$ cat config.mk
export PLATFORM = sky130hd
export DESIGN_NAME = th_result_log
export DESIGN_NICKNAME = d
export VERILOG_FILES = /design/src/th_pkg.sv /design/src/th_result_log.sv
export SDC_FILE = /design/constraint.sdc
export NUM_CORES = 1
export LEC_CHECK = 0
export BUFFER_PORTS_ARGS = -buffer_cell sky130_fd_sc_hd__buf_4
export CORE_AREA = 2 2 84 86
export DETAILED_ROUTE_END_ITERATION = 12
export DIE_AREA = 0 0 86 88
export GPL_ROUTABILITY_DRIVEN = 0
export GPL_TIMING_DRIVEN = 0
export HOLD_SLACK_MARGIN = 0.08
export PLACE_DENSITY_LB_ADDON = 0.1
export SLEW_MARGIN = 20
export SYNTH_ARGS = -nofsm -noshare
export SYNTH_HDL_FRONTEND = slang
export SYNTH_SLANG_ARGS = --single-unit
$ cat constraint.sdc
create_clock -name wb_clk_i -period 5.7 [get_ports wb_clk_i]
set_input_delay 0.855 -clock wb_clk_i [delete_from_list [all_inputs] [get_ports wb_clk_i]]
set_output_delay 0.855 -clock wb_clk_i [all_outputs]
set_load 0.01 [all_outputs]
$ cat src/th_pkg.sv
package th_pkg;

  typedef logic [15:0]  th_word_t;
  typedef logic [20:0]  th_ridx_t;
  typedef logic [111:0] th_ctrl_t;  // Seven control words, CTRL_0 lowest.

  typedef enum logic [1:0] {
    MODE_ADDR  = 2'd0,
    MODE_LFSR  = 2'd1,
    MODE_WALK  = 2'd2,
    MODE_CONST = 2'd3
  } th_mode_t;

  localparam int unsigned NUM_CTRL = 7;

  localparam th_ridx_t REG_CTRL_0 = 21'd0;  // Go and mode.
  localparam th_ridx_t REG_CTRL_1 = 21'd1;  // Base address.
  localparam th_ridx_t REG_CTRL_2 = 21'd2;  // Word count.
  localparam th_ridx_t REG_CTRL_3 = 21'd3;  // Seed.
  localparam th_ridx_t REG_CTRL_4 = 21'd4;  // Fault address.
  localparam th_ridx_t REG_CTRL_5 = 21'd5;  // Fault xor mask.
  localparam th_ridx_t REG_CTRL_6 = 21'd6;  // Fault enable.

  localparam th_ridx_t ST_FLAGS     = 21'd8;
  localparam th_ridx_t ST_ERRCNT    = 21'd9;
  localparam th_ridx_t ST_FAIL_ADDR = 21'd10;
  localparam th_ridx_t ST_FAIL_EXP  = 21'd11;
  localparam th_ridx_t ST_FAIL_ACT  = 21'd12;

  localparam int unsigned FLAG_BUSY = 0;
  localparam int unsigned FLAG_DONE = 1;
  localparam int unsigned FLAG_PASS = 2;

  localparam th_word_t LFSR_TAPS = 16'hB400;

  // Picks one 16-bit word out of the packed control vector.
  function automatic th_word_t ctrl_word(th_ctrl_t ctrl, th_ridx_t idx);
    return ctrl[16*idx +: 16];
  endfunction

endpackage

$ cat src/th_result_log.sv
`timescale 1ns/1ps

module th_result_log
  import th_pkg::*;
(
  input  logic     wb_clk_i,
  input  logic     wb_rst_i,
  input  logic     clear_i,
  input  logic     cmp_valid_i,
  input  th_word_t cmp_addr_i,
  input  th_word_t cmp_exp_i,
  input  th_word_t cmp_act_i,
  input  logic     busy_i,
  input  logic     done_i,
  input  th_ridx_t status_addr_i,
  output th_word_t status_o
);

  th_word_t err_cnt_q;
  th_word_t fail_addr_q;
  th_word_t fail_exp_q;
  th_word_t fail_act_q;
  th_word_t flags;
  logic     mismatch;

  assign mismatch = cmp_valid_i && (cmp_exp_i != cmp_act_i);

  always_ff @(posedge wb_clk_i) begin
    if (wb_rst_i || clear_i) begin
      err_cnt_q   <= '0;
      fail_addr_q <= '0;
      fail_exp_q  <= '0;
      fail_act_q  <= '0;
    end else if (mismatch) begin
      if (err_cnt_q != '1) begin
        err_cnt_q <= err_cnt_q + 1'b1;  // Saturates.
      end
      // A zero count means nothing has been captured yet.
      if (err_cnt_q == '0) begin
        fail_addr_q <= cmp_addr_i;
        fail_exp_q  <= cmp_exp_i;
        fail_act_q  <= cmp_act_i;
      end
    end
  end

  always_comb begin
    flags            = '0;
    flags[FLAG_BUSY] = busy_i;
    flags[FLAG_DONE] = done_i;
    flags[FLAG_PASS] = done_i && (err_cnt_q == '0);
  end

  always_comb begin
    case (status_addr_i)
      ST_FLAGS:     status_o = flags;
      ST_ERRCNT:    status_o = err_cnt_q;
      ST_FAIL_ADDR: status_o = fail_addr_q;
      ST_FAIL_EXP:  status_o = fail_exp_q;
      ST_FAIL_ACT:  status_o = fail_act_q;
      default:      status_o = '0;
    endcase
  end

endmodule

Yosys cells after proc, flatten, opt, wreduce, memory -nomap -nowiden
Cells that the tools add are included.
{"block": "op_classes", "mux": 1, "addsub": 1, "eq_ne": 7, "reduce_logical": 6}
{"operator": "== test 21 x 4 -> 1 bit (second input constant)", "count": 5}
{"operator": "case mux 16 bit (5 select lines)", "count": 1}
{"operator": "adder 16 x 1 -> 16 bit (second input constant)", "count": 1}
{"operator": "zero test 16 bit", "count": 1}
{"operator": "inequality test 16 bit", "count": 1}
{"operator": "inequality test 16 bit (second input constant)", "count": 1}
{"operator": "AND reduction 2 bit", "count": 2}
{"operator": "logical AND 1 bit", "count": 2}
{"operator": "logical OR 1 bit", "count": 1}
{"block": "word_totals", "output_inout_bits": 16, "ff_bits": 64, "in_bits": 75}

Depth between registers and ports, before layout
{"block": "depth", "ltp_word": 3, "depth_mapped": 10}

Worst setup path after synthesis
No wires, ideal clock.
{"block": "synth_timing", "kind": "input to output", "from": "in status_addr_i[17]", "to": "out status_o[0]", "stages": 5, "arrival_time_ps": 2250, "n_path_buf": 2, "required_time_ps": 4845, "slack_ps": 2595, "cell_sequence": "or4_1 > or3_1 > clkbuf_1 > buf_2 > o22ai_1"}
{"block": "synth_between", "elab_chain_cells": 2}
{"item": "start: declaration", "line_no": "th_result_log.sv:15", "rtl": "input th_ridx_t status_addr_i,"}
{"item": "== test 21 x 4 -> 1 bit", "line_no": "th_result_log.sv:55", "rtl": "case (status_addr_i)"}
{"item": "case mux 16 bit (5 select lines) *", "line_no": "th_result_log.sv:55"}
{"item": "end: declaration", "line_no": "th_result_log.sv:16", "rtl": "output th_word_t status_o"}
Every way passes the cells marked *; elsewhere a longest branch is shown, timed or not.

Final worst setup path
{"block": "layout_timing", "from": "in status_addr_i[17]", "to": "out status_o[4]"}
The elaborated chain is that of the path after synthesis.

==> reports/qor.yml <==
outcome:
  status: "finished clean"
final_layout:
  final_cells: 617
  final_nets: 609
  syn_to_final_growth_pct: 28.7
  seq_area_um2: 1280
  diodes: 0
  multi_input_area_um2: 1970
  post-route-util_pct: 68.3
  drive_gt1_share_pct: 25.0
  fillCellCount: 567
sta:
  period_share_pct: 60.9
  worstMarginPinSlew_ns: 0.782
  slew_violations: 0
  hold_viol: 0
  setup_viol: 0
  holdWs_ns: 0.476
  rsz0062_at_grt: "false"
  fmaxAchievable_mhz: 288
  period_needed_ns: 3.47
  setup_tns_ns: 0
  fin_worst_skew_ns: 0.00926
  slew_headroom_pct: 47.9
setup_path:
  timing.rr.start: "err_cnt_q[0]$_SDFFE_PP0P_"
  path_cells: "buf_4, or4_1, or3_1, clkbuf_1, buf_2, o22ai_1, buf_4"
  r2r_cells: 10
  critPathSlowestCell: "or4_1"
  cp_max_fo: 10
  rrSetupSlack_ns: 3.49
  path_class: "input pin to output port"
  crit_path_start_kind: "input pin"
  cp_common_cell: "buf_4"
  arrival_ns: 2.61
  slowest_delay_ns: 0.53
  cp.required_ns: 4.85
  end_kind: "output port"
  timing.rr.end: "fail_exp_q[13]$_SDFFE_PP0P_"
min_path:
  worstHoldEndpoint: "fail_addr_q[12]$_SDFFE_PP0P_"
  worstHoldPathType: "register to register"
  min_path_cells: 2
  min_from: "fail_addr_q[12]$_SDFFE_PP0P_"
clocking:
  root_buffer: "clkbuf_8"
  clock_sinks: 64
  clock_latency_ns: 0.36
  post_cts_resized: 0
  htree_levels: 3
  cts_hold_buffers: 0
  cts_buffer_depth: 2
  post-cts-setup-buffers: 0
  clkSlewWorstSetupHoldPaths_ns: 0.08
  cts_buffers: 9
  cts_tree: "yes"
yosys:
  synth_commonest_cells: "64 x dfxtp_1, 63 x a21oi_1, 56 x nand3_1"
  yosysSeqAreaShare_pct: 36.3
  syn_inst: 432
  synth_area_um2: 3530
  synth_top_area_cell: "dfxtp_1"
  ys_types: 43
  async_reset_ff_share_pct: 0
  ys_warn_count: 0
  synth_edf_count: 0
  synth_top_area_share_pct: 36.3
  synth_area_leaders: "dfxtp_1 36%, a21oi_1 8.9%, nand3_1 7.9%, o21ai_0 7.5%, mux2i_1 5.1%"
  yosysMostFrequentCell: "dfxtp_1"
  postSynthAreaPerCell_um2: 8.16
  syn_nets: 509
  synth_ff_type: "dfxtp_1"
  ys_seq_elements: 64
floorplan:
  initial_core_util_pct: 53.1
  pin_count: 91
  num_rows: 30
  fp.coreArea_um2: 6640
  die_area_um2: 7570
  die_w_um: 86
  die_h_um: 88
detailed_routing:
  firstDrtPassIters: 5
  dr_wl_met3_um: 665
  wl_met1_um: 4630
  dr_wl_met2_um: 5740
  wl_um: 11300
  drtIter0Drc: 341
  wl_per_cell_um: 18.3
  vias: 3794
  dr.max_layer_used: "met4"
  drt_drc_violations_left: 0
  ant_nets: 0
  vias_per_cell: 6.15
global_route:
  grt_usage_pct: 30.3
  grt_pass1_wl_um: 17700
  antenna_found_initial: 0
  grt-ovfl-total: 0
  grt_max_degree: 13
  grt_pass1_vias: 3645
flow_run:
  maxCapViolations: 0
pwr:
  p_per_area_nw_per_um2: 243
  vdd_drop_max_mv: 0.157
  finalPower_uw: 1100
  power_leakage_uw: 0.00171
placement:
  io_buffers: 89
  post-place-cells: 601
  dpl.hpwl_um: 8620
[cells in the final DEF (no fill, tap or decap), types with 2 or more instances in the layout]
cell       instances
nor2b_1            2
clkbuf_8          12
clkinv_4           2
o31ai_1            8
or3_1              5
a22oi_1           13
nand2_1            6
bufinv_16          3
buf_6              4
clkbuf_1          24
mux2i_1           18
nand3_1           56
dfxtp_1           64
xor2_1            16
nor4_1            11
nor2_1             8
or4_1              9
o22ai_1           15
o21a_1             2
buf_4             92
o21ai_0           53
buf_2             11
inv_1              7
nor3_1             3
ha_1               2
a21oi_1           63
a21o_1             2
nand4_1            8
[critical path, delay by kind of cell]
| family | cells | cell delay, ns |
|---|---|---|
| AOI/OAI and AO/OA | 1 | 0.25 |
| buffers and inverters | 4 | 0.65 |
| and+or+nand+nor | 2 | 0.86 |
[flip-flops by register name, indices dropped and copies added (netlist names)]
signal / count
fail_exp_q: 16
fail_act_q: 16
err_cnt_q: 16
fail_addr_q: 16
[through the flow]
stage / cell area [µm²] / worst slack [ns]
final: 4540 / 2.23
after CTS: 4540 / 2.23
after global placement: 4290 / 2.26
after floorplan: 3530 / 2.59
after detailed placement: 4290 / 2.24
after global routing: 4540 / 2.01
[kinds of logic (layout without fill, tap and decap cells)]
group,Yosys count,after routing,synth area share (%)
compound gates,162,162,26.0
simple gates,119,119,20.0
flops,64,64,36.3
buf+inv,51,156,7.84
mux,18,18,5.11
xor+xnor,16,16,3.97
fa+ha+maj,2,2,0.710
[cell type report]
cell class                 instances  area share [%]
inverter                           7           0.579
clock buffer                      10            2.81
clock inverter                     6            2.56
timing repair buffer              89            14.7
sequential                        64            28.2
tap                               80            2.21
buffer                            44            5.51
multi-input combinational        317            43.4
[metal layers]
layer	global-route usage, %	vias to the layer above
li1	-	1826
met1	37.6	1755
met2	51.9	184
met3	5.37	29
met4	12.8	0
met5	0	-
[worst max path at each step]
stage	slack, ns	to	startpoint	cells after the start
floorplan	2.59	status_o[0]	status_addr_i[17]	5
global placement	2.26	status_o[4]	status_addr_i[17]	7
detailed placement	2.24	status_o[9]	status_addr_i[17]	7
CTS	2.23	status_o[9]	status_addr_i[17]	7
global route	2.01	status_o[4]	status_addr_i[5]	8
finish	2.23	status_o[4]	status_addr_i[17]	7
[power by group]
group / switching [µW] / internal, µW
Combinational: 75.3 / 67.7
Sequential: 6.29 / 458
Clock: 202 / 294
Total: 283 / 820
(Power assumes the default switching activity.)
