**config.mk**
```make
export PLATFORM = sky130hd
export DESIGN_NAME = th_test_mem
export DESIGN_NICKNAME = d
export VERILOG_FILES = /design/src/th_pkg.sv /design/src/th_test_mem.sv
export SDC_FILE = /design/constraint.sdc
export NUM_CORES = 2
export LEC_CHECK = 0
export BUFFER_PORTS_ARGS = -buffer_cell sky130_fd_sc_hd__buf_2
export CAP_MARGIN = 20
export CORE_AREA = 2 2 1014 511
export CTS_CLUSTER_SIZE = 20
export DETAILED_ROUTE_END_ITERATION = 16
export DIE_AREA = 0 0 1016 513
export SYNTH_ARGS = -nofsm -noshare
export SYNTH_HDL_FRONTEND = slang
export SYNTH_SLANG_ARGS = --single-unit
export TNS_END_PERCENT = 30
```
**constraint.sdc**
```tcl
create_clock -name wb_clk_i -period 5.3 [get_ports wb_clk_i]
set_clock_uncertainty 0.1 [all_clocks]
set_input_delay 1.59 -clock wb_clk_i [delete_from_list [all_inputs] [get_ports wb_clk_i]]
set_output_delay 1.59 -clock wb_clk_i [all_outputs]
set_load 0.02 [all_outputs]
```
**src/th_pkg.sv**
```systemverilog
package th_pkg;

  typedef logic [15:0]  th_word_t;
  typedef logic [20:0]  th_ridx_t;
  typedef logic [111:0] th_ctrl_t;  // Seven control words, CTRL_0 lowest.

  typedef enum logic [1:0] {
    MODE_ADDR  = 2'd0,
    MODE_LFSR  = 2'd1,
    MODE_WALK  = 2'd2,
    MODE_CONST = 2'd3
  } th_mode_t;

  localparam int unsigned NUM_CTRL = 7;

  localparam th_ridx_t REG_CTRL_0 = 21'd0;  // Go and mode.
  localparam th_ridx_t REG_CTRL_1 = 21'd1;  // Base address.
  localparam th_ridx_t REG_CTRL_2 = 21'd2;  // Word count.
  localparam th_ridx_t REG_CTRL_3 = 21'd3;  // Seed.
  localparam th_ridx_t REG_CTRL_4 = 21'd4;  // Fault address.
  localparam th_ridx_t REG_CTRL_5 = 21'd5;  // Fault xor mask.
  localparam th_ridx_t REG_CTRL_6 = 21'd6;  // Fault enable.

  localparam th_ridx_t ST_FLAGS     = 21'd8;
  localparam th_ridx_t ST_ERRCNT    = 21'd9;
  localparam th_ridx_t ST_FAIL_ADDR = 21'd10;
  localparam th_ridx_t ST_FAIL_EXP  = 21'd11;
  localparam th_ridx_t ST_FAIL_ACT  = 21'd12;

  localparam int unsigned FLAG_BUSY = 0;
  localparam int unsigned FLAG_DONE = 1;
  localparam int unsigned FLAG_PASS = 2;

  localparam th_word_t LFSR_TAPS = 16'hB400;

  // Picks one 16-bit word out of the packed control vector.
  function automatic th_word_t ctrl_word(th_ctrl_t ctrl, th_ridx_t idx);
    return ctrl[16*idx +: 16];
  endfunction

endpackage

```
**src/th_test_mem.sv**
```systemverilog
`timescale 1ns/1ps

module th_test_mem
  import th_pkg::*;
#(
  parameter int unsigned ADDR_W = 8
) (
  input  logic              wb_clk_i,
  input  logic              we_i,
  input  logic [ADDR_W-1:0] addr_i,
  input  th_word_t          wdata_i,
  output th_word_t          rdata_o,
  input  logic              fault_en_i,
  input  th_word_t          fault_addr_i,
  input  th_word_t          fault_mask_i
);

  localparam int unsigned DEPTH = 2 ** ADDR_W;

  th_word_t mem_q [DEPTH];
  logic     fault_hit;

  // Full-width compare, so fault addresses past the top never alias.
  assign fault_hit = fault_en_i && (th_word_t'(addr_i) == fault_addr_i);

  always_ff @(posedge wb_clk_i) begin
    if (we_i) begin
      mem_q[addr_i] <= wdata_i;
    end
    rdata_o <= mem_q[addr_i] ^ (fault_hit ? fault_mask_i : th_word_t'(0));
  end

endmodule

```
* Yosys cells after proc, flatten, opt, wreduce, memory -nomap -nowiden
Memories as Yosys holds them, arrays and structs flattened.
Cells that the tools add are included.
** Word-level totals
- Register bits after elaboration :: 16
- Latch bits :: 0
- Bits in writable memories :: 4096
- Memory bits (read-only) :: 0
- Output and inout port bits :: 16
- Word-level logic and storage cells :: 8
- Memories kept :: 1
** Memory list
- mem_q :: depth 256, bits a word 16, read ports 1, clocked after memory_dff 0, write ports 1, line th_test_mem.sv:20 : th_word_t mem_q [DEPTH];
** Operators by class
- $add $sub $neg :: 0
- $mul :: 0
- Divide/modulo/power cells :: 0
- Magnitude comparators :: 0
- Equal/unequal tests :: 1
- Shift-type cells :: 0
- Mux-type cells :: 3
- Bitwise gates (word level) :: 1
- Reduce and logical (&&, ||, !) cells :: 1
** Operators with widths (count)
- $eq A8 B16 Y1 :: 1
- $mux W16 :: 1
- $xor A16 B16 Y16 :: 1
- $mux W1 :: 2
- $logic_and A1 B1 Y1 :: 1

* Longest topological paths before layout
- Depth in word-level cells :: 4
- Mapped depth :: 13

* Worst setup path before layout
OpenSTA, ideal clock, no wires.
- Path type :: input to register
- Start :: input port addr_i[0]
- End :: memory mem_q[144][0] in the netlist's numbering, enable pin
- Setup time :: 0.409 ns
- Arrival time :: 4.149 ns
- Data required time :: 4.791 ns
- Slack :: 0.642 ns
- Cell stages on the path :: 9
- Path buffers :: 7
- Cells stage by stage :: buf_6 buf_6 buf_6 buf_4 buf_4 buf_2 or2_2 clkbuf_1 nor3_1
** RTL lines
- start: declaration :: line th_test_mem.sv:10 : input logic [ADDR_W-1:0] addr_i,
- end: declaration :: line th_test_mem.sv:20
No word-level cell before the write port.

* Worst setup path after layout
- Start :: input port addr_i[3]
- End :: register rdata_o[15]
** Between the ends
- Cells in the longest elaborated chain, start to end :: 4
- Elaborated cells on any way between the ends :: 5
- Classes of those cells :: eq/ne (1); mux (1); bitwise (1); reduce/logical (1); memory (1)
** RTL lines
- parallel branches: the longest is 3 deep, another holds $mem_v2 Z256 W16
- $xor A16 B16 Y16 (*) :: line th_test_mem.sv:30 : rdata_o <= mem_q[addr_i] ^ (fault_hit ? fault_mask_i : th_word_t'(0));
- end signal: assignment :: line th_test_mem.sv:30
- end: declaration :: line th_test_mem.sv:12 : output th_word_t rdata_o,
Every way passes the cells marked *.

==> run_results.csv <==
group,metric,value,unit
worst_setup_path,critical_path.cell_chain,"buf_8 > nor2b_4 > buf_4 > buf_4 > a221o_1 > o21ai_1 > o31ai_1 > o21ai_1 > o22ai_2 > xor2_1",
worst_setup_path,cpLargestDelayFamily,"compound AO/OA/AOI/OAI gates",
min_path,whs_path_depth,3,
power_and_ir_drop,powerDensity,352,nW/µm²
cells_and_area,drive_gt1_share,23.6,%
global_routing,grt_max_degree,127,
floorplan,fp.dieH,513,µm
clocking,htreeDepth,5,
yosys,yosys.area.top_type,"edfxtp_1",
floorplan,die-area,521000,µm²
worst_setup_path,start_kind,"input port",
detailed_routing,wl_per_cell,29.9,µm
detailed_routing,vias,83547,
global_routing,grt_pass1_wl,642000,µm
worst_setup_path,max_stage_delay,0.90,ns
global_routing,grt_util_met1,27.2,%
cells_and_area,final_cell_mix,"4096 x edfxtp_1, 924 x mux2i_1, 667 x buf_4, 612 x mux4_2, 332 x clkbuf_16",
global_routing,first_global_vias,80102,
job,drv_cap,0,
cells_and_area,final_area,183000,µm²
worst_setup_path,critPathMaxFanout,28,
clocking,clockRootBuffer,"clkbuf_16",
worst_setup_path,crit_start,"addr_i[3]",
worst_setup_path,regToRegSetupSlack,1.93,ns
detailed_routing,drtIter0Drc,14269,
yosys,ys.flop_type,"edfxtp_1",
placed_design,postPlaceCellArea,173000,µm²
status,status,"finished clean",
clocking,clk_latency,0.95,ns
cells_and_area,fill_cells,46704,
detailed_routing,drc_errors,0,
worst_setup_path,r2r_end,"rdata_o[6]$_DFF_P_",
yosys,synth_edf_count,4096,
placed_design,dpl.hpwl,302000,µm
floorplan,core_area,512000,µm²
sta,post-route-min-period,5.04,ns
floorplan,ios,75,
detailed_routing,firstDrtPassIters,6,
detailed_routing,ant_nets,0,
clocking,cts.sinks,4112,
sta,holdWs,0.824,ns
detailed_routing,via_per_inst,5.37,
worst_setup_path,worst_ep_arrival_time,5.81,ns
sta,worstMarginPinSlew,1.21,ns
yosys,yosysUniqueCellTypes,49,
power_and_ir_drop,p_leak,58.9,nW
cells_and_area,utilization,35.8,%
sta,slew_viol_final,0,
global_routing,antenna_found_initial,43,
worst_setup_path,reg2regPathDepth,10,
clocking,numCtsBuffers,320,
clocking,clk_pin_slew,0.07,ns
floorplan,num_rows,186,
placed_design,place_congestion,0.869,
worst_setup_path,cp_num_cells,10,
cells_and_area,areaGrowthSynthToFinish,15.8,%
worst_setup_path,path_buf_inv,3,
yosys,synth.avg_cell_area,20.5,µm²
yosys,syn_area,158000,µm²
floorplan,die_w,1020,µm
global_routing,grt_usage,17.2,%
clocking,cts_hold_buf,0,
yosys,synth.area.mux_share,14.6,%
clocking,cts_tree,"done",
global_routing,grtUsageMet3,6.34,%
sta,hold_viol_final,0,
power_and_ir_drop,peakVddDrop,0.000246,V
worst_setup_path,critPathSlowestCell,"o31ai_1",
yosys,synthXorXnorAreaFrac,0.133,%
placed_design,port_buffers,74,
clocking,postCtsSetupRepairBufs,0,
yosys,syn_nets,7759,
yosys,synth_top_area_share,77.8,%
yosys,ys_top_cells_by_area,"edfxtp_1 78%, mux4_2 8.7%, mux2i_1 5.8%",
worst_setup_path,critPathKind,"in -> reg",
clocking,cts_max_path_buffers,4,
min_path,hp-start,"fault_mask_i[12]",
detailed_routing,wl,465000,µm
clocking,cts.repair.resized,0,
global_routing,busiest_layer,"met1",
sta,grt_setup_unrepaired,"false",
sta,fin_crit_sh,95.1,%
cells_and_area,nets,8483,
global_routing,grt_overflow,0,
yosys,synthArstFlopShare,0,%
yosys,yosys_warnings,0,
yosys,synth_seq_area_share,78.0,%
sta,slew_headroom,18.8,%
yosys,yosys.area_share.simple,2.09,%
sta,fmax,0.198,GHz
min_path,holdPathEnd,"rdata_o[12]$_DFF_P_",
worst_setup_path,end_kind,"flip-flop",
yosys,synth_adder_area_share,0,%
yosys,ys_ff_latch,4112,
yosys,synth_cells,7700,
global_routing,grtUsageMet2,22.5,%
power_and_ir_drop,totalPowerFinal,64.4,mW
sta,setup_viol,0,
worst_setup_path,crit_required,6.07,ns
worst_setup_path,r2r_start,"mem_q[69][6]$_DFFE_PP_",
yosys,synth_top_family_by_area,"multiplexers",
yosys,synth_compound_area_share,3.71,%
min_path,hold_path_class,"in -> reg",
floorplan,initial_utilization,30.9,%
cells_and_area,layout_commonest_cell,"edfxtp_1",
-- metrics by stage --
| step | cells | setup TNS (ns) | setup WS [ns] |
|---|---|---|---|
| 6_report | 15548 | 0 | 0.258 |
| 5_1_grt | 15539 | 0 | 0.282 |
| 4_1_cts | 15534 | 0 | 0.649 |
| 3_5_place_dp | 14960 | -2.89 | -0.342 |
| 3_3_place_gp | 14952 | -3.85 | -0.663 |
| 2_1_floorplan | 7700 | 0 | 0.642 |
-- cell families after synthesis --
kind of cell    count (synthesis)
xor+xnor                       24
simple gates                  692
mux                          1536
flops                        4112
buf+inv                       511
compound gates                825
-- flip-flops by register name, indices dropped and copies added (netlist names) --
register,count
rdata_o,16
mem_q,4096
-- Yosys cell counts, types with 3 or more instances --
cell type,n
edfxtp_1,4096
mux2i_1,924
mux4_2,612
nor2_1,258
o22ai_1,249
clkbuf_1,204
buf_2,154
a221o_1,124
a22oi_1,117
nand2_1,97
o21ai_1,87
a21oi_1,83
nand3_1,74
nor2b_1,71
nor3_1,69
inv_1,63
nor4_1,63
nand4_1,36
buf_4,34
a211o_1,31
buf_1,31
a21boi_0,30
o31ai_1,30
buf_6,24
o21ai_0,20
a22o_1,16
dfxtp_1,16
a221oi_1,15
o22ai_2,15
xor2_1,15
xnor2_1,9
and2_1,6
nand2b_1,4
nand4bb_1,3
or2_2,3
-- how the worst max path moves through the flow --
stage                     slack, ns                 endpoint
after detailed placement      -0.34       rdata_o[6]$_DFF_P_
after global placement        -0.66       rdata_o[9]$_DFF_P_
after CTS                      0.65      rdata_o[15]$_DFF_P_
final                          0.26      rdata_o[15]$_DFF_P_
after global routing           0.28      rdata_o[15]$_DFF_P_
after floorplan                0.64  mem_q[144][0]$_DFFE_PP_
-- tightest hold or removal path, stage by stage --
cell and delay, ns:
buf_2 0.10, nand2_1 0.07, xor2_1 0.06
-- routing by layer --
metal	vias up	routed length (µm)
met5	-	55
met4	10	7570
met3	487	70200
met2	5303	182000
met1	44375	205000
li1	33372	-
-- where the power goes --
| part | internal, mW | switching, mW |
|---|---|---|
| clock | 13.1 | 11.7 |
| combinational | 1.25 | 2.47 |
| sequential | 35.8 | 0.0505 |
| total | 50.2 | 14.2 |
-- final cells by class --
type	instances	area (µm²)	area share, %
clock buffers	402	8580	4.68
flip-flops and latches	4112	123000	67.3
inverters	64	240	0.131
multi-input cells	3077	32900	18.0
clock inverters	172	1760	0.961
repair buffers	849	7730	4.22
well taps	6862	8590	4.69
diodes	10	25.0	0.0137
Note: power is estimated with default switching activity, not from simulation.
