==> src/th_pkg.sv <==
package th_pkg;

  typedef logic [15:0]  th_word_t;
  typedef logic [20:0]  th_ridx_t;
  typedef logic [111:0] th_ctrl_t;  // Seven control words, CTRL_0 lowest.

  typedef enum logic [1:0] {
    MODE_ADDR  = 2'd0,
    MODE_LFSR  = 2'd1,
    MODE_WALK  = 2'd2,
    MODE_CONST = 2'd3
  } th_mode_t;

  localparam int unsigned NUM_CTRL = 7;

  localparam th_ridx_t REG_CTRL_0 = 21'd0;  // Go and mode.
  localparam th_ridx_t REG_CTRL_1 = 21'd1;  // Base address.
  localparam th_ridx_t REG_CTRL_2 = 21'd2;  // Word count.
  localparam th_ridx_t REG_CTRL_3 = 21'd3;  // Seed.
  localparam th_ridx_t REG_CTRL_4 = 21'd4;  // Fault address.
  localparam th_ridx_t REG_CTRL_5 = 21'd5;  // Fault xor mask.
  localparam th_ridx_t REG_CTRL_6 = 21'd6;  // Fault enable.

  localparam th_ridx_t ST_FLAGS     = 21'd8;
  localparam th_ridx_t ST_ERRCNT    = 21'd9;
  localparam th_ridx_t ST_FAIL_ADDR = 21'd10;
  localparam th_ridx_t ST_FAIL_EXP  = 21'd11;
  localparam th_ridx_t ST_FAIL_ACT  = 21'd12;

  localparam int unsigned FLAG_BUSY = 0;
  localparam int unsigned FLAG_DONE = 1;
  localparam int unsigned FLAG_PASS = 2;

  localparam th_word_t LFSR_TAPS = 16'hB400;

  // Picks one 16-bit word out of the packed control vector.
  function automatic th_word_t ctrl_word(th_ctrl_t ctrl, th_ridx_t idx);
    return ctrl[16*idx +: 16];
  endfunction

endpackage

==> src/th_wb_regs.sv <==
`timescale 1ns/1ps

module th_wb_regs
  import th_pkg::*;
(
  input  logic        wb_clk_i,
  input  logic        wb_rst_i,
  input  logic        wb_we_i,
  input  logic        wb_cyc_i,
  input  logic        wb_stb_i,
  input  logic [1:0]  wb_sel_i,
  input  logic [31:0] wb_adr_i,
  input  th_word_t    wb_dat_i,
  output th_word_t    wb_dat_o,
  output logic        wb_ack_o,
  output th_ridx_t    status_addr_o,
  input  th_word_t    harness_status_i,
  output th_ctrl_t    harness_control_o
);

  th_ctrl_t ctrl_q;
  th_ridx_t rd_idx_q;
  th_ridx_t wb_idx;
  logic     access;

  assign wb_idx = wb_adr_i[21:1];  // Word index.
  assign access = wb_cyc_i & wb_stb_i & ~wb_ack_o;

  always_ff @(posedge wb_clk_i) begin
    if (wb_rst_i) begin
      wb_ack_o <= 1'b0;
      rd_idx_q <= '0;
      ctrl_q   <= '0;
    end else begin
      wb_ack_o <= access;  // One cycle per access.
      if (access) begin
        rd_idx_q <= wb_idx;
        for (int i = 0; i < NUM_CTRL; i++) begin
          if (wb_we_i && wb_idx == th_ridx_t'(i)) begin
            if (wb_sel_i[0]) begin
              ctrl_q[16*i +: 8] <= wb_dat_i[7:0];
            end
            if (wb_sel_i[1]) begin
              ctrl_q[16*i+8 +: 8] <= wb_dat_i[15:8];
            end
          end
        end
      end
    end
  end

  // Read data follows the latched index, so it is stable under ack.
  assign wb_dat_o = (rd_idx_q < NUM_CTRL) ? ctrl_word(ctrl_q, rd_idx_q) : harness_status_i;

  assign status_addr_o     = rd_idx_q;
  assign harness_control_o = ctrl_q;

endmodule

==> config.mk <==
export PLATFORM = sky130hd
export DESIGN_NAME = th_wb_regs
export DESIGN_NICKNAME = d
export VERILOG_FILES = /design/src/th_pkg.sv /design/src/th_wb_regs.sv
export SDC_FILE = /design/constraint.sdc
export NUM_CORES = 1
export LEC_CHECK = 0
export ABC_AREA = 0
export BUFFER_PORTS_ARGS = -buffer_cell sky130_fd_sc_hd__clkbuf_2
export CAP_MARGIN = 15
export CORE_ASPECT_RATIO = 2
export CORE_UTILIZATION = 46
export CTS_CLUSTER_DIAMETER = 60
export DETAILED_ROUTE_END_ITERATION = 8
export PLACE_DENSITY = 0.77
export RECOVER_POWER = 25
export SLEW_MARGIN = 25
export SYNTH_ARGS = -nofsm -noshare
export SYNTH_HDL_FRONTEND = slang
export SYNTH_SLANG_ARGS = --single-unit
export TNS_END_PERCENT = 20
==> constraint.sdc <==
create_clock -name wb_clk_i -period 2.3 [get_ports wb_clk_i]
set_input_delay 0.23 -clock wb_clk_i [delete_from_list [all_inputs] [get_ports wb_clk_i]]
set_output_delay 0.23 -clock wb_clk_i [all_outputs]
set_load 0.05 [all_outputs]
After elaboration in Yosys (flattened, before gate mapping) --
Cells that the tools add are included.
Operators by class: reductions and logical operators 22, order comparisons 1, bitwise operators 3, equal/unequal tests 6, shift operators 1, muxes and demuxes 1
Operators with widths (count):
- variable part select 112 x 26 -> 16 bit | 1
- == test 21 x 3 -> 1 bit (second input constant) | 3
- == test 21 x 2 -> 1 bit (second input constant) | 2
- AND reduction 3 bit | 14
- == test 21 x 1 -> 1 bit (second input constant) | 1
- zero test 21 bit | 1
- < comparator 21 x 3 -> 1 bit (second input constant) | 1
- two-way mux 16 bit | 1
- logical AND 1 bit | 7
- AND 1 bit | 2
- NOT 1 bit | 1
Storage, ports and cells: register bits 134, bits of input ports 71

Longest topological paths before layout --
depth after elaboration 3, mapped depth 7, mapped depth without buffers 4

Worst setup path before layout --
Ideal clock, no wire load.
path type register to output, start reg rd_idx_q[2] (netlist: status_addr_o[2]), end out wb_dat_o[6], path buffers 3, path slack -0.405 ns, data arrival time 2.475 ns, cell stages (with the launch flop) 8, cells stage by stage dfxtp_1 clkbuf_1 buf_1 buf_2 mux2i_1 o2bb2ai_1 mux2_2 mux2_2
Between the ends: longest elaborated chain between the ends 2, elaborated cells on any way between the ends 3
RTL lines:
- start, declared | RTL line th_wb_regs.sv:22 | th_ridx_t rd_idx_q;
- start signal, assigned | RTL line th_wb_regs.sv:37 | rd_idx_q <= wb_idx;
- variable part select 112 x 26 -> 16 bit or < comparator 21 x 3 -> 1 bit (tied branches) | RTL line th_pkg.sv:38, th_wb_regs.sv:53
- two-way mux 16 bit * | RTL line th_wb_regs.sv:53 | assign wb_dat_o = (rd_idx_q < NUM_CTRL) ? ctrl_word(ctrl_q, rd_idx_q) : harness_status_i;
- end, declared | RTL line th_wb_regs.sv:14 | output th_word_t wb_dat_o,
Every way passes the cells marked *; elsewhere a longest branch is shown, timed or not.

Worst setup path after layout --
start reg rd_idx_q[19] (netlist: status_addr_o[19]), end out wb_dat_o[7]
The elaborated chain is that of the path after synthesis.

==> metrics.yaml <==
critical_path:
  timing.rr.start: "wb_ack_o$_SDFF_PP0_"
  crit_top_cell: "nor4_4"
  critPathSlowestCell: "dfxtp_4"
  r2r_end: "harness_control_o[18]$_SDFFE_PP0P_"
  cp_data_arrival_time_ns: 2.29
  startpoint_type: "flop"
  path_cells: "nor4_4, nand4_1, nor4_4, buf_6, clkbuf_16, mux2_4, buf_8"
  max_stage_delay_ns: 0.36
  worst-path-stages: 7
  critPathBufInv: 3
  reg2reg_depth: 6
  cp.required_ns: 2.07
  critical_path.endpoint: "wb_dat_o[7]"
  ff2ff_setup_slack_ns: 0.58
  cp-startpoint: "status_addr_o[19]$_SDFFE_PP0P_"
  critPathKind: "reg2out"
  worst-path-max-fanout: 6
  crit_path_end_kind: "output port"
  crit_family: "simple AND/OR/NAND/NOR gates"
placement:
  io_buffers: 209
  dp_hpwl_microns: 14000
  gp_congestion: 0.845
timing:
  post-route-period-util_pct: 110
  fmax_mhz: 397
  fin_skew_ns: 0.00839
  hold_viol_final: 0
  maxSlewHeadroom_pct: 50.2
  worst_slew_pin_slew_ns: 0.746
  finalMaxSlewViolations: 0
  fin_ws_ns: -0.219
  setup_viol_count_final: 16
  min_period_ns: 2.52
  rsz0062_at_grt: "yes"
  fin_setup_tns_ns: -3.20
drt:
  avgRoutedWirePerCell_microns: 18.5
  wirelength_microns: 19500
  num_vias: 5683
  drtAntennaViolNets: 0
  vias_per_cell: 5.38
  drc: 0
  drtIter0Drc: 206
  drtPass1Iterations: 4
global_routing:
  grt_max_degree: 58
  antenna_found_initial: 0
  grt_pass1_vias: 5806
  grt_pass1_wl_microns: 29700
  overflow: 0
  track_usage_pct: 26.7
floorplanning:
  core_sq_um: 13600
  num_rows: 60
  start_util_pct: 47.5
  die-area_sq_um: 14500
  die_height_microns: 170
  io_pins: 221
  die_x_microns: 85.8
power_and_ir_drop:
  power.internal_w: 0.00464
  p_sw_share_pct: 25.1
  netSwitchingPower_w: 0.00156
  p_comb_share_pct: 13.7
  p_seq_share_pct: 38.1
  clockPowerShare_pct: 48.3
  powerDensity_nw_per_um2: 701
  leakage_nw: 4.22
  peakVddDrop_v: 0.000530
run_status:
  violations: "setup timing"
  status: "finished with violations"
synthesis:
  syn_area_per_cell_sq_um: 10.2
  ys_ff_latch: 134
  ys_types: 32
  ys_warn_count: 0
  syn_nets: 705
  netlist_area_sq_um: 6460
  postSynthCellCount: 634
  ys_seq_area_share_pct: 41.5
cells_and_area:
  n_fill_cell: 1096
  final_nets: 928
  diodes: 0
  drive_above_1_share_pct: 38.7
  multi_input_area_sq_um: 3720
  area_delta_synth_final_pct: 36.9
  seq_area_sq_um: 2690
  final_util_pct: 65.1
cts:
  cts_tree: "built"
  clock_sinks: 134
  cts_max_path_buffers: 2
  worstSkewPairLatency_ns: 0.41
  ctsRootBufferMaster: "clkbuf_16"
  numCtsBuffers: 17
  htreeDepth: 4
  clk_pin_slew_ns: 0.06
min_path:
  hp-class: "in2reg"
run:
  drv_cap: 0
==> metrics by stage <==
stage	std cells	instance area, sq um	power, W	worst slack, ns	hold WS (ns)
6_report	1056	8840	0.00620	-0.219	0.0445
3_5_place_dp	1022	7920	0.00309	0.0384	0.458
2_1_floorplan	634	6480	0.00287	0.0121	0.356
5_1_grt	1056	8840	0.00638	-0.344	0.0461
4_1_cts	1054	8720	0.00614	-0.290	0.0355
3_3_place_gp	1022	7920	0.00308	0.0619	0.451
==> cell families after synthesis <==
logic type      Yosys count  synth area share [%]
compound gates           44                  4.20
buf+inv                  37                  2.34
flops                   134                  41.5
mux                     176                  29.8
simple gates            243                  22.1
==> Yosys cell counts (all sizes together) <==
library cell	instances	area, sq um
dfxtp	134	2680
a21oi	21	105
a31oi	7	43.8
or4b	1	10.0
nor3	6	30.0
o22ai	7	43.8
mux2i	128	1280
nand2b	134	838
or4bb	2	22.5
clkbuf	30	113
nand2	58	218
mux4	9	203
nor4	12	96.3
nand3	8	75.1
and3	1	7.51
nand4	1	6.26
mux2	39	439
o2bb2ai	9	78.8
or3	1	6.26
nor2	3	11.3
nand3b	1	7.51
or2	9	56.3
nor2b	1	6.26
or4	4	31.3
and2	1	6.26
buf	7	38.8
==> worst min-delay path by stage <==
stage | start | end | slack (ns) | cells after the start
finish | wb_adr_i[6] | status_addr_o[5]$_SDFFE_PP0P_ | 0.04 | 3
global route | wb_adr_i[14] | status_addr_o[13]$_SDFFE_PP0P_ | 0.05 | 3
CTS | wb_adr_i[6] | status_addr_o[5]$_SDFFE_PP0P_ | 0.04 | 3
detailed placement | status_addr_o[5]$_SDFFE_PP0P_ | status_addr_o[5]$_SDFFE_PP0P_ | 0.46 | 2
global placement | status_addr_o[5]$_SDFFE_PP0P_ | status_addr_o[5]$_SDFFE_PP0P_ | 0.45 | 2
floorplan | wb_adr_i[3] | status_addr_o[2]$_SDFFE_PP0P_ | 0.36 | 2
==> worst reg2reg max path, delay by kind of cell (launching register included) <==
| kind | cells | cell delay, ns |
|---|---|---|
| mux | 1 | 0.19 |
| simple gates | 3 | 0.83 |
| flops | 1 | 0.32 |
| buf+inv | 2 | 0.32 |
==> routing by layer <==
layer	up-vias	global-route usage, %	routed length (microns)
met3	64	5.74	956
met4	0	15.5	898
met1	2729	26.4	6930
li1	2677	-	-
met5	-	0	0
met2	213	50.1	10800
==> what timing repair did <==
item,CTS,global route
resized for setup,36,36
hold buffers,0,0
setup endpoints to repair,16,16
cloned,0,1
buffers inserted,0,1
pin swaps,1,3
==> power groups by stage <==
| stage | combinational, W | sequential (W) | clock, W |
|---|---|---|---|
| detailed placement | 0.000680 | 0.00241 | 0 |
| global placement | 0.000674 | 0.00241 | 0 |
| global route | 0.000884 | 0.00236 | 0.00313 |
| floorplan | 0.000411 | 0.00246 | 0 |
| CTS | 0.000756 | 0.00236 | 0.00303 |
| finish | 0.000848 | 0.00236 | 0.00299 |
==> final cells by class <==
class	instances	share of cell area, %
Multi-Input combinational cell	463	42.1
Sequential cell	134	30.5
Timing Repair Buffer	241	17.5
Clock buffer	18	4.85
Tap cell	186	2.63
Clock inverter	14	2.51
==> sequential cells by signal, indices dropped and copies added (netlist names) <==
name	cells
harness_control_o	112
status_addr_o	21
wb_ack_o	1
==> cells in the final DEF, fill, tap and decap left out, drive strengths merged, types with 8 or more instances in the layout <==
master,netlist,layout
a21oi,21,21
buf,7,47
clkbuf,30,212
dfxtp,134,134
mux2,39,39
mux2i,128,128
mux4,9,9
nand2,58,58
nand2b,134,134
nand3,8,8
nor4,12,12
o2bb2ai,9,9
or2,9,9
Power figures use the tool's default switching activity.
