[src/th_pkg.sv]
package th_pkg;

  typedef logic [15:0]  th_word_t;
  typedef logic [20:0]  th_ridx_t;
  typedef logic [111:0] th_ctrl_t;  // Seven control words, CTRL_0 lowest.

  typedef enum logic [1:0] {
    MODE_ADDR  = 2'd0,
    MODE_LFSR  = 2'd1,
    MODE_WALK  = 2'd2,
    MODE_CONST = 2'd3
  } th_mode_t;

  localparam int unsigned NUM_CTRL = 7;

  localparam th_ridx_t REG_CTRL_0 = 21'd0;  // Go and mode.
  localparam th_ridx_t REG_CTRL_1 = 21'd1;  // Base address.
  localparam th_ridx_t REG_CTRL_2 = 21'd2;  // Word count.
  localparam th_ridx_t REG_CTRL_3 = 21'd3;  // Seed.
  localparam th_ridx_t REG_CTRL_4 = 21'd4;  // Fault address.
  localparam th_ridx_t REG_CTRL_5 = 21'd5;  // Fault xor mask.
  localparam th_ridx_t REG_CTRL_6 = 21'd6;  // Fault enable.

  localparam th_ridx_t ST_FLAGS     = 21'd8;
  localparam th_ridx_t ST_ERRCNT    = 21'd9;
  localparam th_ridx_t ST_FAIL_ADDR = 21'd10;
  localparam th_ridx_t ST_FAIL_EXP  = 21'd11;
  localparam th_ridx_t ST_FAIL_ACT  = 21'd12;

  localparam int unsigned FLAG_BUSY = 0;
  localparam int unsigned FLAG_DONE = 1;
  localparam int unsigned FLAG_PASS = 2;

  localparam th_word_t LFSR_TAPS = 16'hB400;

  // Picks one 16-bit word out of the packed control vector.
  function automatic th_word_t ctrl_word(th_ctrl_t ctrl, th_ridx_t idx);
    return ctrl[16*idx +: 16];
  endfunction

endpackage

[src/th_sequencer.sv]
`timescale 1ns/1ps

module th_sequencer
  import th_pkg::*;
#(
  parameter int unsigned ADDR_W = 8
) (
  input  logic              wb_clk_i,
  input  logic              wb_rst_i,
  input  th_ctrl_t          harness_control_i,
  output logic              pat_restart_o,
  output logic              pat_step_o,
  output th_word_t          pat_addr_o,
  input  th_word_t          pat_word_i,
  output logic              mem_we_o,
  output logic [ADDR_W-1:0] mem_addr_o,
  output th_word_t          mem_wdata_o,
  input  th_word_t          mem_rdata_i,
  output logic              cmp_valid_o,
  output th_word_t          cmp_addr_o,
  output th_word_t          cmp_exp_o,
  output th_word_t          cmp_act_o,
  output logic              clear_o,
  output logic              busy_o,
  output logic              done_o
);

  typedef enum logic [2:0] {
    IDLE,
    WRITE,
    READ,
    DRAIN,
    DONE
  } state_t;

  state_t            state_q;
  th_word_t          ctrl_0;
  th_word_t          count;
  logic              go_q;
  logic              start;
  logic              last;
  logic [ADDR_W-1:0] base_q;
  logic [ADDR_W-1:0] addr_q;
  th_word_t          count_q;
  th_word_t          left_q;
  logic              rd_valid_q;
  th_word_t          exp_q;
  th_word_t          rd_addr_q;

  assign ctrl_0 = ctrl_word(harness_control_i, REG_CTRL_0);
  assign count  = ctrl_word(harness_control_i, REG_CTRL_2);

  // Go edges are only taken when no run is active.
  assign start = ctrl_0[0] && !go_q && (state_q == IDLE || state_q == DONE);
  assign last  = (left_q == 16'd1);

  always_ff @(posedge wb_clk_i) begin
    if (wb_rst_i) begin
      state_q    <= IDLE;
      go_q       <= 1'b0;
      base_q     <= '0;
      addr_q     <= '0;
      count_q    <= '0;
      left_q     <= '0;
      rd_valid_q <= 1'b0;
    end else begin
      go_q       <= ctrl_0[0];
      rd_valid_q <= (state_q == READ);  // Data returns one cycle later.
      case (state_q)
        IDLE, DONE: begin
          if (start) begin
            base_q  <= ADDR_W'(ctrl_word(harness_control_i, REG_CTRL_1));
            addr_q  <= ADDR_W'(ctrl_word(harness_control_i, REG_CTRL_1));
            count_q <= count;
            left_q  <= count;
            state_q <= (count == '0) ? DONE : WRITE;
          end
        end
        WRITE: begin
          if (last) begin
            addr_q  <= base_q;  // Second pass over the same window.
            left_q  <= count_q;
            state_q <= READ;
          end else begin
            addr_q <= addr_q + 1'b1;
            left_q <= left_q - 1'b1;
          end
        end
        READ: begin
          addr_q <= addr_q + 1'b1;
          left_q <= left_q - 1'b1;
          if (last) begin
            state_q <= DRAIN;
          end
        end
        DRAIN: begin
          state_q <= DONE;  // Last compare happens here.
        end
        default: begin
          state_q <= IDLE;
        end
      endcase
    end
  end

  // Expected word and address travel with the read in flight.
  always_ff @(posedge wb_clk_i) begin
    exp_q     <= pat_word_i;
    rd_addr_q <= pat_addr_o;
  end

  assign pat_restart_o = start || (state_q == WRITE && last);
  assign pat_step_o    = (state_q == WRITE) || (state_q == READ);
  assign pat_addr_o    = th_word_t'(addr_q);

  assign mem_we_o    = (state_q == WRITE);
  assign mem_addr_o  = addr_q;
  assign mem_wdata_o = pat_word_i;

  assign cmp_valid_o = rd_valid_q;
  assign cmp_addr_o  = rd_addr_q;
  assign cmp_exp_o   = exp_q;
  assign cmp_act_o   = mem_rdata_i;

  assign clear_o = start;
  assign busy_o  = (state_q == WRITE) || (state_q == READ) || (state_q == DRAIN);
  assign done_o  = (state_q == DONE);

endmodule

[config.mk]
export PLATFORM = sky130hd
export DESIGN_NAME = th_sequencer
export DESIGN_NICKNAME = d
export VERILOG_FILES = /design/src/th_pkg.sv /design/src/th_sequencer.sv
export SDC_FILE = /design/constraint.sdc
export NUM_CORES = 1
export LEC_CHECK = 0
export BUFFER_PORTS_ARGS = -buffer_cell sky130_fd_sc_hd__buf_4
export CORE_UTILIZATION = 29
export CTS_CLUSTER_SIZE = 10
export DETAILED_ROUTE_END_ITERATION = 10
export SETUP_SLACK_MARGIN = 0.05
export SLEW_MARGIN = 20
export SYNTH_ARGS = -nofsm -noshare
export SYNTH_HDL_FRONTEND = slang
export SYNTH_SLANG_ARGS = --single-unit
[constraint.sdc]
create_clock -name wb_clk_i -period 3.44 [get_ports wb_clk_i]
set_clock_uncertainty 0.2 [all_clocks]
set_input_delay 0.172 -clock wb_clk_i [delete_from_list [all_inputs] [get_ports wb_clk_i]]
set_output_delay 0.172 -clock wb_clk_i [all_outputs]
set_load 0.1 [all_outputs]
* Word level (Yosys, flattened, before mapping)
Index checks and enable logic that the tools add are counted.
** Word-level totals
- Logic and storage cells :: 45
- Output and inout bits :: 95
- Bits in registers :: 77
- Input bits :: 146
** Cells by class
- Muxes and demuxes :: 11
- Add/sub/neg operators :: 2
- Reductions and logical operators :: 15
- Equal/unequal tests :: 8
** Operator list (count)
- one-hot mux 16 bit (3 select lines) :: 1
- two-way mux 16 bit :: 2
- one-hot mux 8 bit (3 select lines) :: 1
- equality test 16 x 1 -> 1 bit, second input constant :: 1
- logical NOT 16 bit :: 1
- two-way mux 8 bit :: 2
- subtractor 16 x 1 -> 16 bit, second input constant :: 1
- two-way mux 3 bit :: 4
- one-hot mux 3 bit (4 select lines) :: 1
- adder 8 x 1 -> 8 bit, second input constant :: 1
- equality test 3 x 2 -> 1 bit, second input constant :: 2
- logical OR 1 bit :: 4
- != test 2 bit, second input constant :: 2
- AND reduction 2 bit :: 2
- equality test 3 x 1 -> 1 bit, second input constant :: 1
- equality test 3 bit, second input constant :: 1
- logical AND 1 bit :: 3
- logical NOT 3 bit :: 1
- AND reduction 3 bit :: 1
- nonzero test 3 bit :: 1
- != test 2 x 1 -> 1 bit, second input constant :: 1
- OR reduction 2 bit :: 1
- logical NOT 1 bit :: 1

* Longest topological paths before layout
- Word-level depth :: 5
- Depth in mapped cells :: 9
- Depth with buffers taken out :: 7

* Worst setup path after synthesis
No wires, ideal clock.
- Path type :: register to register
- From :: register state_q[2]
- To :: register left_q[9]
- Slack :: -185 ps
- Clock period less this slack :: 3625 ps
- Path buffers :: 2
- Library setup time :: 157 ps
- Stages on the path, launching flop included :: 7
- Required time :: 3083 ps
- Arrival time :: 3267 ps
- Cell sequence :: dfxtp_1 clkbuf_1 nor3b_2 and2_1 buf_4 or2_1 o32ai_1
** On the way
- Elaborated cells on any way between the ends :: 11
- Classes of those cells :: eq/ne: 4; mux: 1; reduce/logical: 6
** RTL lines
- start: declaration :: line th_sequencer.sv:36 : state_t state_q;
- start signal: assignment :: line th_sequencer.sv:76 : state_q <= (count == '0) ? DONE : WRITE;
- equality test 3 x 1 -> 1 bit (*)
- net mem_we_o :: line th_sequencer.sv:15 : output logic mem_we_o,
- nonzero test 3 bit (no source line)
- AND reduction 2 bit (no source line)
- end signal: assignment :: line th_sequencer.sv:75 : left_q <= count;
- end signal: assignment :: line th_sequencer.sv:82 : left_q <= count_q;
- end signal: assignment :: line th_sequencer.sv:86 : left_q <= left_q - 1'b1;
- end: declaration :: line th_sequencer.sv:45 : th_word_t left_q;
The timed path passes the listed nets; every way through them passes the cells marked *.
A chain may end at the register's enable or synchronous reset.

* Final worst setup path
- From :: register left_q[0]
- To :: output pat_restart_o
** On the way
- Word-level cells in the longest chain between the ends :: 3
** Ends and longest elaborated chain
- equality test 16 x 1 -> 1 bit :: line th_sequencer.sv:55 : assign last = (left_q == 16'd1);
- logical AND 1 bit :: line th_sequencer.sv:112 : assign pat_restart_o = start || (state_q == WRITE && last);
- logical OR 1 bit :: line th_sequencer.sv:112
- end: declaration :: line th_sequencer.sv:11 : output logic pat_restart_o,
No other way between the ends.

==> impl_results.md <==
* Initial DRT Pass Iterations at 4
* Initial antenna violation count at 0
* Layout Nets at approximately 680
* Ys flop type: dfxtp_1
* Worst path depth at 6
* Die width at roughly 120 um
* CP Data Arrival Time at about 2.7 ns
* Cell Rows at 41
* Max-Slew Margin vs Limit at 37.2%
* Post-synthesis sequential area ratio at 41.2%
* Gate Count Post-Synth at between 400 and 500
* Yosys synthesis warning count at 0
* Hold slack at 0.0644 ns
* Wire per inst at around 15 um
* First-pass GRT wire length at 16000 um
* All-Layer GR Usage at 15.7%
* # DRC at 0
* Asr flop ratio synth at 0%
* Max Freq at between 300 and 400 MHz
* Least-Margin Pin Slew at between 0.9 and 1 ns
* Diode count at 0
* Unique cell type count in the Yosys netlist at 59
* Final setup violation count at 0
* Crit-path cells: ha_1 > or4b_2 > nor4_2 > and2_1 > or2_1 > buf_4
* Slowest stage cell, crit path: or4b_2
* Core box area at approximately 13000 um2
* Critical path class: register to primary output
* Max-slew violation count at 0
* MaxCap Viol Count at 0
* Critical Path End Type: primary output
* Maximum vdd drop at 0.236 mV
* Post-cts gate resize count at 0
* Final HPWL DP at approximately 6700 um
* Largest net degree at the start of global routing at 57
* Area grow syn2layout at 32.7%
* Final Cycle Share at 88.3%
* Cell Count, Final, Fillers Out at a little over 700
* Syn_area_per_cell at 8.48 um2
* Starting Density at 29.6%
* Routed via count at 3503
* Layout Utilization at 39.3%
* Area contributors post-synth: dfxtp_1 (41%), buf_4 (11%), nand2_1 (7.3%)
* Clock latency on the worst-skew pair at 0.35 ns
* Fillcell total at 1283
* CTS sink cnt at 77
* CTS tree: built
* CP top delay family: simple AND/OR/NAND/NOR gates
* H-tree Lvls at 3
* Synth cell count leaders: dfxtp_1 (77), nand2_1 (73), buf_4 (57)
* Routed wire length at 10400 um
* Port-buffer cells at around 110
* Worst Reg-to-Reg Cells at 6
* Starting DRT DRC Count at 266
* Leakage power at between 2 and 2.5 nW
* Fraction of layout cells with a size suffix above 1 at about a quarter
* Setup TNS at 0 ns
* Status: completed
* Worst EP required at 3.07 ns
* Total gr overflow at 0
* Final hold violations at 0
* Vias per inst at approximately 5.0
* Hold Crit Class: input port to register
* Number of flops mapped to enable cells by yosys at 0
* Post-DRT Antenna Nets at 0
* Bufs on Longest Clock Path at 2
* Crit path buf inv count at 1
* Synth area leader: dfxtp_1
* CTS buffer count at 9
* Worst-path clk slew at approximately 0.06 ns
* Fin crit period at 3.04 ns
* Seq cells post-synth at between 70 and 80
* Crit start category: register
* Vias in the first global route at ~3.3k
* Die Span Y at between 100 and 150 um
* Pwr dens at about 600 nW/um2
* IO Pins at between 200 and 250
* Post-Place Cells at 651
* Die area at 13300 um2
* Mapped Area at approximately 3700 um2
* WHS Path Cells at 5
* Root buf cell: clkbuf_16
* Worst-path maximum fanout at 8
* RSZ-0062 raised after global routing: false
* Top-count cell post-synth: dfxtp_1
* Final GP Congestion at ~0.81
* Largest stage delay on the critical path at ~0.65 ns
* Synth top area share at about two fifths
-- cell families (layout without fill, tap and decap cells) --
logic type	Yosys count	in the layout	share of synthesized area (%)
AO/OA/AOI/OAI	99	99	18.7
XOR/XNOR	11	11	2.58
adder cells (fa/ha/maj)	3	3	1.00
buffers and inverters	97	176	16.1
flip-flops	77	77	41.2
multiplexers	1	1	0.401
other	1	16	0.100
AND/OR/NAND/NOR	152	152	19.8
-- per-layer routing --
metal / part of all wire (%) / vias to the layer above / track usage, % / routed length (um)
li1: - / 1673 / - / -
met1: 42 / 1659 / 18.0 / 4330
met2: 49 / 151 / 25.9 / 5090
met3: 7.1 / 20 / 6.59 / 734
met4: 2.0 / 0 / 6.32 / 211
met5: 0 / - / 0 / 0
-- layout make-up --
type / instances / area [um2] / area share [%]
Clock buffer: 12 / 256 / 5.17
Sequential cell: 77 / 1540 / 31.1
Tap cell: 172 / 215 / 4.34
Inverter: 9 / 33.8 / 0.681
Clock inverter: 4 / 22.5 / 0.454
Multi-Input combinational cell: 282 / 1660 / 33.4
Timing Repair Buffer: 151 / 1230 / 24.9
-- repair_timing --
item	4_1_cts	5_1_grt
hold buffers	40	0
hold endpoints to repair	53	0
setup buffers	0	0
-- worst paths after layout --
| kind | start | to | slack, ns |
|---|---|---|---|
| hold reg to reg | mem_addr_o[6]$_SDFFE_PP0P_ | cmp_addr_o[6]$_DFF_P_ | 0.24 |
| setup / recovery | left_q[0]$_SDFFE_PP0P_ | pat_restart_o | 0.40 |
| hold / removal | harness_control_i[40] | count_q[8]$_SDFFE_PP0P_ | 0.06 |
| setup reg to reg | left_q[0]$_SDFFE_PP0P_ | left_q[8]$_SDFFE_PP0P_ | 0.66 |
-- worst min-delay path, cell delays in order --
cell and delay [ns]:
buf_4 0.12, inv_1 0.06, nor3_1 0.05, a21oi_1 0.11
nor2_1 0.05
-- cell usage in the layout (no fill, tap or decap), types with 3 or more instances in the layout --
cell type,n
a211oi_1,5
a21oi_1,39
a221oi_1,13
a311oi_1,11
a32o_1,4
buf_4,111
clkbuf_16,9
clkinv_2,3
conb_1,16
dfxtp_1,77
dlygate4sd3_1,40
ha_1,3
inv_1,7
nand2_1,73
nand2b_1,6
nand3_1,3
nand4_1,3
nor2_1,22
nor3_1,6
nor4_1,15
o32ai_1,4
or3_1,3
or4_1,3
xnor2_1,5
xor2_1,6
-- state kept, by name (all words and copies together), names as in the netlist, 3 cells and up --
name,flops
left_q,16
base_q,8
cmp_exp_o,16
state_q,3
mem_addr_o,8
count_q,16
cmp_addr_o,8
-- power by group --
group | switching [mW] | internal [mW] | leakage, nW | total, mW
clock | 0.377 | 0.524 | 0.138 | 0.902
sequential | 0.0700 | 0.967 | 0.636 | 1.04
combinational | 0.753 | 0.265 | 1.27 | 1.02
-- metrics by stage --
step	power (mW)	worst slack (ns)	cell area [um2]
finish	2.96	0.402	4960
global route	3.09	0.291	4960
CTS	2.99	0.369	4960
detailed placement	2.03	0.649	4280
global placement	2.02	0.698	4280
floorplan	1.96	0.302	3800
Note: power is estimated with default switching activity, not from simulation.
